===== src/common/ac_cfg.svh =====
// ##########################################################
// Output-side configuration of the access-control block
// Image geometry, lane count and FIFO depths
// ##########################################################

`ifndef AC_CFG_SVH
`define AC_CFG_SVH

// Bits per RGB pixel
`define AC_PIX_W 24

// Pixels per row, odd on purpose so rows end in a padded word
`define AC_IMG_W 5

// Rows per frame
`define AC_IMG_H 3

// Parallel lanes in the wide output word
`define AC_N_PAR 2

// Alignment FIFO entries
`define AC_ALIGN_DEPTH 4

// Entries per lane FIFO
`define AC_LANE_DEPTH 8

`endif


===== src/common/ac_ctrl_pkg.sv =====
// ##########################################################
// Control encodings for lane steering and stream transmit
// ##########################################################

package ac_ctrl_pkg;

    // Lane write selection for a staged pixel
    typedef enum logic {
        FILL_NEXT   = 1'b0,
        FILL_ROWEND = 1'b1
    } fill_mode_e;

    // Output register occupancy
    typedef enum logic {
        TX_EMPTY = 1'b0,
        TX_HOLD  = 1'b1
    } tx_state_e;

endpackage


===== src/common/ac_pixel_pkg.sv =====
// ##########################################################
// Data-path types of the access-control output side
// ##########################################################

`include "ac_cfg.svh"

package ac_pixel_pkg;

    // One RGB pixel
    typedef struct packed {
        logic [7:0] r;
        logic [7:0] g;
        logic [7:0] b;
    } pix_t;

    // Wide lane word, highest slot carries the earliest pixel
    typedef pix_t [`AC_N_PAR-1:0] ac_word_t;

    // Output beat with frame and row markers
    typedef struct packed {
        ac_word_t data;
        logic     tuser;
        logic     tlast;
    } ac_beat_t;

endpackage


===== src/ac_outbuf/ac_lane_fifo.sv =====
// ##########################################################
// Lane FIFO, synchronous with first-word fall-through
// ##########################################################

module ac_lane_fifo #(
    parameter int DEPTH = 8,
    parameter int WIDTH = 24
) (
    input  logic             clk,
    input  logic             rst_n,
    input  logic             wr,
    input  logic [WIDTH-1:0] wdata,
    input  logic             rd,
    output logic [WIDTH-1:0] rdata,
    output logic             empty,
    output logic             full
);

    localparam int PTR_W = (DEPTH > 1) ? $clog2(DEPTH) : 1;
    localparam int CNT_W = $clog2(DEPTH + 1);

    logic [WIDTH-1:0] mem [DEPTH];
    logic [PTR_W-1:0] wr_ptr;
    logic [PTR_W-1:0] rd_ptr;
    logic [CNT_W-1:0] count;

    // Head entry is visible without a read
    assign rdata = mem[rd_ptr];
    assign empty = (count == '0);
    assign full  = (count == CNT_W'(DEPTH));

    always_ff @(posedge clk) begin
        if (wr) begin
            mem[wr_ptr] <= wdata;
        end
    end

    always_ff @(posedge clk or negedge rst_n) begin
        if (!rst_n) begin
            wr_ptr <= '0;
            rd_ptr <= '0;
            count  <= '0;
        end else begin
            if (wr) begin
                wr_ptr <= (wr_ptr == PTR_W'(DEPTH - 1)) ? '0 : wr_ptr + 1'b1;
            end
            if (rd) begin
                rd_ptr <= (rd_ptr == PTR_W'(DEPTH - 1)) ? '0 : rd_ptr + 1'b1;
            end
            count <= count + CNT_W'(wr) - CNT_W'(rd);
        end
    end

endmodule


===== src/ac_outbuf/ac_outbuf.sv =====
// ##########################################################
// Output buffer, steers pixels of a row across lane FIFOs
// Pads the last word of a row with the row's final pixel
// and presents all lane heads as one wide word
// ##########################################################

`include "ac_cfg.svh"

module ac_outbuf (
    input  logic                    clk,
    input  logic                    rst_n,
    output logic                    al_rd,
    input  ac_pixel_pkg::pix_t      al_pix,
    input  logic                    al_empty,
    input  logic                    ob_rd,
    output ac_pixel_pkg::ac_word_t  ob_word,
    output logic                    ob_empty
);

    localparam int N_PAR  = `AC_N_PAR;
    localparam int IMG_W  = `AC_IMG_W;
    localparam int LANE_W = (N_PAR > 1) ? $clog2(N_PAR) : 1;
    localparam int COL_W  = (IMG_W > 1) ? $clog2(IMG_W) : 1;

    // Staging register
    ac_pixel_pkg::pix_t stg_pix;
    logic               stg_valid;
    logic               stg_drain;

    logic [COL_W-1:0]   col_cnt;
    logic [LANE_W-1:0]  lane_idx;
    logic               row_end;

    ac_ctrl_pkg::fill_mode_e fill;

    logic [N_PAR-1:0]   lane_wr;
    logic [N_PAR-1:0]   lane_empty;
    logic [N_PAR-1:0]   lane_full;
    logic               lanes_ready;

    assign lanes_ready = !(|lane_full);
    assign stg_drain   = stg_valid && lanes_ready;
    assign al_rd       = !al_empty && (!stg_valid || stg_drain);

    assign row_end = (col_cnt == COL_W'(IMG_W - 1));
    assign fill    = row_end ? ac_ctrl_pkg::FILL_ROWEND : ac_ctrl_pkg::FILL_NEXT;

    assign ob_empty = |lane_empty;

    always_ff @(posedge clk) begin
        if (al_rd) begin
            stg_pix <= al_pix;
        end
    end

    always_ff @(posedge clk or negedge rst_n) begin
        if (!rst_n) begin
            stg_valid <= 1'b0;
        end else if (al_rd) begin
            stg_valid <= 1'b1;
        end else if (stg_drain) begin
            stg_valid <= 1'b0;
        end
    end

    // Position in the row and the lane for the next pixel
    always_ff @(posedge clk or negedge rst_n) begin
        if (!rst_n) begin
            col_cnt  <= '0;
            lane_idx <= '0;
        end else if (stg_drain) begin
            col_cnt <= row_end ? '0 : col_cnt + 1'b1;
            if (row_end || lane_idx == LANE_W'(N_PAR - 1)) begin
                lane_idx <= '0;
            end else begin
                lane_idx <= lane_idx + 1'b1;
            end
        end
    end

    for (genvar j = 0; j < N_PAR; j++) begin : g_lane
        // At row end the current lane and every lane above it take the pixel
        assign lane_wr[j] = stg_drain &&
                            ((fill == ac_ctrl_pkg::FILL_ROWEND) ? (LANE_W'(j) >= lane_idx)
                                                                : (LANE_W'(j) == lane_idx));

        ac_lane_fifo #(
            .DEPTH (`AC_LANE_DEPTH),
            .WIDTH (`AC_PIX_W)
        ) i_lane_fifo (
            .clk   (clk),
            .rst_n (rst_n),
            .wr    (lane_wr[j]),
            .wdata (stg_pix),
            .rd    (ob_rd),
            .rdata (ob_word[N_PAR-1-j]),
            .empty (lane_empty[j]),
            .full  (lane_full[j])
        );
    end

endmodule


===== src/verilog/ac_align_fifo.sv =====
// ##########################################################
// Alignment FIFO between the pixel source and the buffer
// Valid/ready write side, rd/empty read side
// ##########################################################

`include "ac_cfg.svh"

module ac_align_fifo (
    input  logic                clk,
    input  logic                rst_n,
    input  logic                in_valid,
    input  ac_pixel_pkg::pix_t  in_pix,
    output logic                in_ready,
    input  logic                al_rd,
    output ac_pixel_pkg::pix_t  al_pix,
    output logic                al_empty
);

    localparam int DEPTH = `AC_ALIGN_DEPTH;
    localparam int PTR_W = (DEPTH > 1) ? $clog2(DEPTH) : 1;
    localparam int CNT_W = $clog2(DEPTH + 1);

    ac_pixel_pkg::pix_t mem [DEPTH];
    logic [PTR_W-1:0]   wr_ptr;
    logic [PTR_W-1:0]   rd_ptr;
    logic [CNT_W-1:0]   count;
    logic               full;
    logic               wr_en;

    assign full     = (count == CNT_W'(DEPTH));
    assign al_empty = (count == '0);
    assign al_pix   = mem[rd_ptr];

    // A pop in the same cycle frees the slot for the incoming pixel
    assign in_ready = !full || al_rd;
    assign wr_en    = in_valid && in_ready;

    always_ff @(posedge clk) begin
        if (wr_en) begin
            mem[wr_ptr] <= in_pix;
        end
    end

    always_ff @(posedge clk or negedge rst_n) begin
        if (!rst_n) begin
            wr_ptr <= '0;
            rd_ptr <= '0;
            count  <= '0;
        end else begin
            if (wr_en) begin
                wr_ptr <= (wr_ptr == PTR_W'(DEPTH - 1)) ? '0 : wr_ptr + 1'b1;
            end
            if (al_rd) begin
                rd_ptr <= (rd_ptr == PTR_W'(DEPTH - 1)) ? '0 : rd_ptr + 1'b1;
            end
            count <= count + CNT_W'(wr_en) - CNT_W'(al_rd);
        end
    end

endmodule


===== src/verilog/ac_out_top.sv =====
// ##########################################################
// Output side of the access-control block
// Alignment FIFO, lane buffer and stream transmitter
// ##########################################################

module ac_out_top (
    input  logic                    clk,
    input  logic                    rst_n,
    input  logic                    in_valid,
    input  ac_pixel_pkg::pix_t      in_pix,
    output logic                    in_ready,
    output logic                    out_valid,
    output ac_pixel_pkg::ac_beat_t  out_beat,
    input  logic                    out_tready
);

    ac_pixel_pkg::pix_t     al_pix;
    logic                   al_empty;
    logic                   al_rd;

    ac_pixel_pkg::ac_word_t ob_word;
    logic                   ob_empty;
    logic                   ob_rd;

    ac_align_fifo i_align_fifo (
        .clk      (clk),
        .rst_n    (rst_n),
        .in_valid (in_valid),
        .in_pix   (in_pix),
        .in_ready (in_ready),
        .al_rd    (al_rd),
        .al_pix   (al_pix),
        .al_empty (al_empty)
    );

    ac_outbuf i_outbuf (
        .clk      (clk),
        .rst_n    (rst_n),
        .al_rd    (al_rd),
        .al_pix   (al_pix),
        .al_empty (al_empty),
        .ob_rd    (ob_rd),
        .ob_word  (ob_word),
        .ob_empty (ob_empty)
    );

    ac_stream_tx i_stream_tx (
        .clk        (clk),
        .rst_n      (rst_n),
        .ob_word    (ob_word),
        .ob_empty   (ob_empty),
        .ob_rd      (ob_rd),
        .out_valid  (out_valid),
        .out_beat   (out_beat),
        .out_tready (out_tready)
    );

endmodule


===== src/verilog/ac_stream_tx.sv =====
// ##########################################################
// Stream transmitter, turns wide words into output beats
// Marks frame start with tuser and row end with tlast
// ##########################################################

`include "ac_cfg.svh"

module ac_stream_tx (
    input  logic                    clk,
    input  logic                    rst_n,
    input  ac_pixel_pkg::ac_word_t  ob_word,
    input  logic                    ob_empty,
    output logic                    ob_rd,
    output logic                    out_valid,
    output ac_pixel_pkg::ac_beat_t  out_beat,
    input  logic                    out_tready
);

    // Words per row, rounded up
    localparam int WPR  = (`AC_IMG_W + `AC_N_PAR - 1) / `AC_N_PAR;
    localparam int WC_W = (WPR > 1) ? $clog2(WPR) : 1;
    localparam int RC_W = (`AC_IMG_H > 1) ? $clog2(`AC_IMG_H) : 1;

    ac_ctrl_pkg::tx_state_e state;

    logic [WC_W-1:0] word_cnt;
    logic [RC_W-1:0] row_cnt;
    logic            accepted;
    logic            last_word;

    assign out_valid = (state == ac_ctrl_pkg::TX_HOLD);
    assign accepted  = out_valid && out_tready;
    assign ob_rd     = (!out_valid || accepted) && !ob_empty;
    assign last_word = (word_cnt == WC_W'(WPR - 1));

    always_ff @(posedge clk or negedge rst_n) begin
        if (!rst_n) begin
            state <= ac_ctrl_pkg::TX_EMPTY;
        end else if (ob_rd) begin
            state <= ac_ctrl_pkg::TX_HOLD;
        end else if (accepted) begin
            state <= ac_ctrl_pkg::TX_EMPTY;
        end
    end

    always_ff @(posedge clk) begin
        if (ob_rd) begin
            out_beat.data  <= ob_word;
            out_beat.tuser <= (word_cnt == '0) && (row_cnt == '0);
            out_beat.tlast <= last_word;
        end
    end

    // Word and row position of the next loaded word
    always_ff @(posedge clk or negedge rst_n) begin
        if (!rst_n) begin
            word_cnt <= '0;
            row_cnt  <= '0;
        end else if (ob_rd) begin
            if (last_word) begin
                word_cnt <= '0;
                row_cnt  <= (row_cnt == RC_W'(`AC_IMG_H - 1)) ? '0 : row_cnt + 1'b1;
            end else begin
                word_cnt <= word_cnt + 1'b1;
            end
        end
    end

endmodule

===== config.mk =====
export PLATFORM = sky130hd
export DESIGN_NAME = ac_out_top
export DESIGN_NICKNAME = d
export VERILOG_FILES = /design/src/common/ac_ctrl_pkg.sv /design/src/common/ac_pixel_pkg.sv /design/src/ac_outbuf/ac_lane_fifo.sv /design/src/ac_outbuf/ac_outbuf.sv /design/src/verilog/ac_align_fifo.sv /design/src/verilog/ac_out_top.sv /design/src/verilog/ac_stream_tx.sv
export VERILOG_INCLUDE_DIRS = /design/src /design/src/common
export SDC_FILE = /design/constraint.sdc
export NUM_CORES = 1
export LEC_CHECK = 0
export BUFFER_PORTS_ARGS = -buffer_cell sky130_fd_sc_hd__buf_2
export CORE_MARGIN = 4
export CORE_UTILIZATION = 60
export CTS_CLUSTER_SIZE = 24
export DETAILED_ROUTE_END_ITERATION = 7
export PLACE_DENSITY = 0.78
export SLEW_MARGIN = 20
export SYNTH_ARGS = -nofsm -noshare
export SYNTH_HDL_FRONTEND = slang
export SYNTH_SLANG_ARGS = --single-unit

===== constraint.sdc =====
create_clock -name clk -period 4.65 [get_ports clk]
set_input_delay 0.6975 -clock clk [delete_from_list [all_inputs] [get_ports clk]]
set_output_delay 0.6975 -clock clk [all_outputs]
set_load 0.03 [all_outputs]

==> impl_summary.txt <==
----------------------------------------------------
[Yosys]
  Post-synthesis mux area share ... 0.1561
  Main combinational cell family by area after synthesis ... multiplexers
  EDFF count, synth ... 554
  Post-synthesis instance area ... 22,360 um2
  Fraction of the mapped netlist area in compound gates ... 0.006156
  Net count after synthesis ... 1,030
  Distinct cell type count after synthesis ... 43
  Xor and xnor area share after synthesis ... 0.002350
  Fraction of the yosys area taken by sequential cells ... 0.7855
  Share of synthesized cell area in full adder, half adder and majority cells ... 0.01892
  Number of synthesized register bits ... 591
  Most instantiated flip-flop cell in the synthesis netlist ... sky130_fd_sc_hd__edfxtp_1
  Yosys warning total ... 0
  Simple logic cell fraction of the synthesized area ... 0.01892
  Gate count after technology mapping ... 970
  Fraction of registers with async set or reset after synthesis ... 0.06261
  Average instance area after synthesis ... 23.05 um2

[Power]
  Logic gate share of total power ... 0.261
  Post-layout power ... 18.88 mW
  Power Density ... 744.9 nW/um2
  Highest ir drop seen on vdd ... 0.0004008 V
  Share of total power in sequential cells ... 0.493
  Internal ... 13.10 mW
  Sw Share ... 0.3059
  Clock network power share ... 0.246
  NetSw ... 5.774 mW
  Leakage power summed over all cells ... 8.542 nW

[Critical path]
  Standard cell with the maximum stage delay on the critical path ... sky130_fd_sc_hd__dfrtp_1
  WP data required ... 3950 ps
  CP Launch Point ... i_outbuf.g_lane[0].i_lane_fifo.count[2]$_DFF_PN0_
  Worst path arrival time ... 2130 ps
  Element type at the critical path start ... flip-flop
  FF-to-FF Start ... i_outbuf.g_lane[0].i_lane_fifo.count[2]$_DFF_PN0_
  Startpoint-to-endpoint class of the critical path ... reg2out
  Crit Path Max Fanout ... 8
  Stage delay of the slowest cell on the critical path ... 370 ps
  Kind of end point of the critical path ... primary output
  Most used cell along the critical path ... sky130_fd_sc_hd__inv_1
  Worst path cell trace ... inv_1, ha_1, and4bb_2, o211a_1, inv_1, buf_2

[Clocking]
  Clk buf depth ... 3
  Clock sink total ... 591
  Number of gates resized after cts ... 0
  Inserted Clock Buffers ... 57
  Clock tree from TritonCTS ... built
  Post CTS Setup Buffer Count ... 0
  CTS Hold Bufs ... 0
  Htree depth ... 2
  Clk pin slew, worst setup/hold paths ... 60 ps
  Buffer type at the clock tree root ... sky130_fd_sc_hd__clkbuf_16
  Source-to-sink clock delay at the later pin of the worst-skew pair ... 580 ps

[STA]
  Total setup violations reported at the end of the flow ... 0
  Final number of hold-violating endpoints ... 0
  Worst Tran Pin Value ... 970.3 ps
  Final count of pins violating max slew ... 0
  Post-route worst hold slack ... 229.7 ps
  Minimum period implied by the final worst setup slack ... 2829 ps
  Sum Neg Setup Slack ... 0 ps
  Achievable Freq ... 0.3534 GHz
  Worst rel slew slack ... 0.3532
  Setup repair after global routing missed its margin ... no
  Post-Route Skew ... 22.71 ps
  Final worst-path cycle share ... 0.6085
  Worst Slack Setup Final ... 1821 ps

[Cells and area]
  Layout net count ... 1,154
  Share of cells above drive strength 1 ... 0.3538
  Growth of design area from synthesis to finish ... 13.34%
  Final core utilization ... 0.6905
  Non-Filler Cell Area, Final ... 25,340 um2
  Diodes inserted ... 0
  Number of cells in the finished layout apart from fillers ... 1,607

[Routing]
  Total DRC errors in the routed layout ... 0
  Drt first pass iters ... 5
  WL/cell ... 25.79 um
  Number of nets with antenna violations after routing ... 0
  Post-DR vias/cell ... 6.096
  Routed vias ... 9,796
  Number of DRC markers after the initial detailed-route iteration ... 910
  WL final ... 41,440 um

[Worst hold path]
  Worst min-delay path class ... in2async

[Global route]
  Most heavily used metal layer in global routing ... met2
  Met1 Track Usage GR ... 0.2889
  Pin count of the biggest net entering global routing ... 59
  Final global-route overflow total ... 0
  First-pass GRT wire length ... 63,860 um
  Overall fraction of global-route tracks in use ... 0.2084
  Number of global-route vias before repair ... 10,410
  GR met3 Demand/Resource ... 0.03296
  Initial antenna violation count ... 0
  Met2 Resource Use GR ... 0.3519

[Placement]
  Pre-CTS WS ... 1934 ps
  Half-perimeter wire length after detailed placement ... 22,090 um
  Instance area at placement ... 23,440 um2
  Placed insts ... 1,503
  Port-buffer cells ... 79
  Final estimated routing congestion in global placement ... 0.7315

[Die]
  Chip Height ... 201.0 um
  Die width ... 201.0 um
  Starting utilization of the core area ... 0.6092
  Die Area ... 40,420 um2
  # rows ... 70
  Core ar. ... 36,700 um2
  Io pins ... 80

[Job]
  Number of maximum-capacitance violations ... 0

[Outcome]
  Outcome ... complete, no violations

----------------------------------------------------
==> sequential cells by signal (all words and copies together), names as in the netlist, 2 cells and up <==
register	cells
i_outbuf.g_lane.i_lane_fifo.mem	384
i_stream_tx.out_beat	50
i_align_fifo.wr_ptr	2
i_outbuf.g_lane.i_lane_fifo.count	8
i_align_fifo.rd_ptr	2
i_align_fifo.count	3
i_stream_tx.word_cnt	2
i_align_fifo.mem	96
i_outbuf.g_lane.i_lane_fifo.wr_ptr	6
i_outbuf.g_lane.i_lane_fifo.rd_ptr	6
i_outbuf.stg_pix	24
i_stream_tx.row_cnt	2
i_outbuf.col_cnt	3
==> cell families after synthesis <==
kind of cell | Yosys count
fa+ha+maj | 32
xor+xnor | 6
flops | 591
buf+inv | 62
compound gates | 17
simple gates | 73
mux | 189
==> layout make-up <==
class                           count  area, um2
Clock buffer                       68       1510
Sequential cell                   591      17570
Inverter                           24      90.09
Fill cell                        2163      11360
Timing Repair Buffer              103      588.1
Multi-Input combinational cell    317       4612
Clock inverter                     36      385.4
Tap cell                          468      585.6
==> critical path: cells and delay by family, from the launching register on <==
family          cells  cell delay (ps)
simple gates        1              340
fa+ha+maj           1              180
flops               1              370
compound gates      1              310
buf+inv             3              350
==> layout by cell type, fill, tap and decap left out, drive strengths merged, types with 6 or more instances in the layout <==
cell type	n
buf	103
bufinv	8
clkbuf	68
clkinv	23
dfrtp	37
edfxtp	554
ha	29
inv	27
mux2	68
mux4	120
nand2	6
nor2	23
nor2b	9
nor3	6
==> routing by layer <==
layer | wire length [um] | part of all wire
met1 | 16580 | 0.40
met2 | 21530 | 0.52
met3 | 2256 | 0.054
met4 | 1073 | 0.026
met5 | 0 | 0
==> cell usage after synthesis, drive strengths merged (3+ instances only) <==
| master | number | share of area |
|---|---|---|
| a21o | 3 | 0.0010 |
| nand4 | 4 | 0.0011 |
| a21oi | 4 | 0.00090 |
| nor2b | 9 | 0.0025 |
| mux2 | 68 | 0.035 |
| edfxtp | 554 | 0.74 |
| fa | 3 | 0.0027 |
| inv | 24 | 0.0040 |
| xor2 | 4 | 0.0016 |
| mux4 | 120 | 0.12 |
| clkbuf | 16 | 0.0027 |
| or3b | 3 | 0.0012 |
| nand2 | 6 | 0.0010 |
| and3b | 4 | 0.0016 |
| nor3b | 3 | 0.0010 |
| buf | 22 | 0.0054 |
| nor3 | 6 | 0.0016 |
| nand2b | 5 | 0.0014 |
| ha | 29 | 0.016 |
| nor2 | 23 | 0.0039 |
| dfrtp | 37 | 0.041 |
==> power groups by stage <==
stage / clock (mW) / combinational, mW / sequential, mW
after detailed placement: 0 / 4.93 / 9.38
final: 4.63 / 4.93 / 9.31
after global placement: 0 / 4.82 / 9.22
after floorplan: 0 / 3.36 / 9.23
after CTS: 4.71 / 5.03 / 9.33
after global routing: 4.96 / 5.33 / 9.51
==> path summary, 6_finish.rpt <==
| path | endpoint | slack (ps) | depth (start not counted) |
|---|---|---|---|
| min | i_align_fifo.wr_ptr[1]$_DFFE_PN0P_ | 230 | 1 |
| max in group asynchronous | i_outbuf.g_lane[1].i_lane_fifo.rd_ptr[0]$_DFFE_PN0P_ | 3790 | 1 |
| min in group clk | i_align_fifo.mem[3][23]$_DFFE_PP_ | 330 | 1 |
| max reg2reg | i_align_fifo.count[2]$_DFF_PN0_ | 1950 | 12 |
| min reg2reg | i_outbuf.g_lane[1].i_lane_fifo.rd_ptr[2]$_DFFE_PN0P_ | 550 | 1 |
| max | in_ready | 1820 | 6 |
No activity file was read; power rests on OpenSTA's default activity.
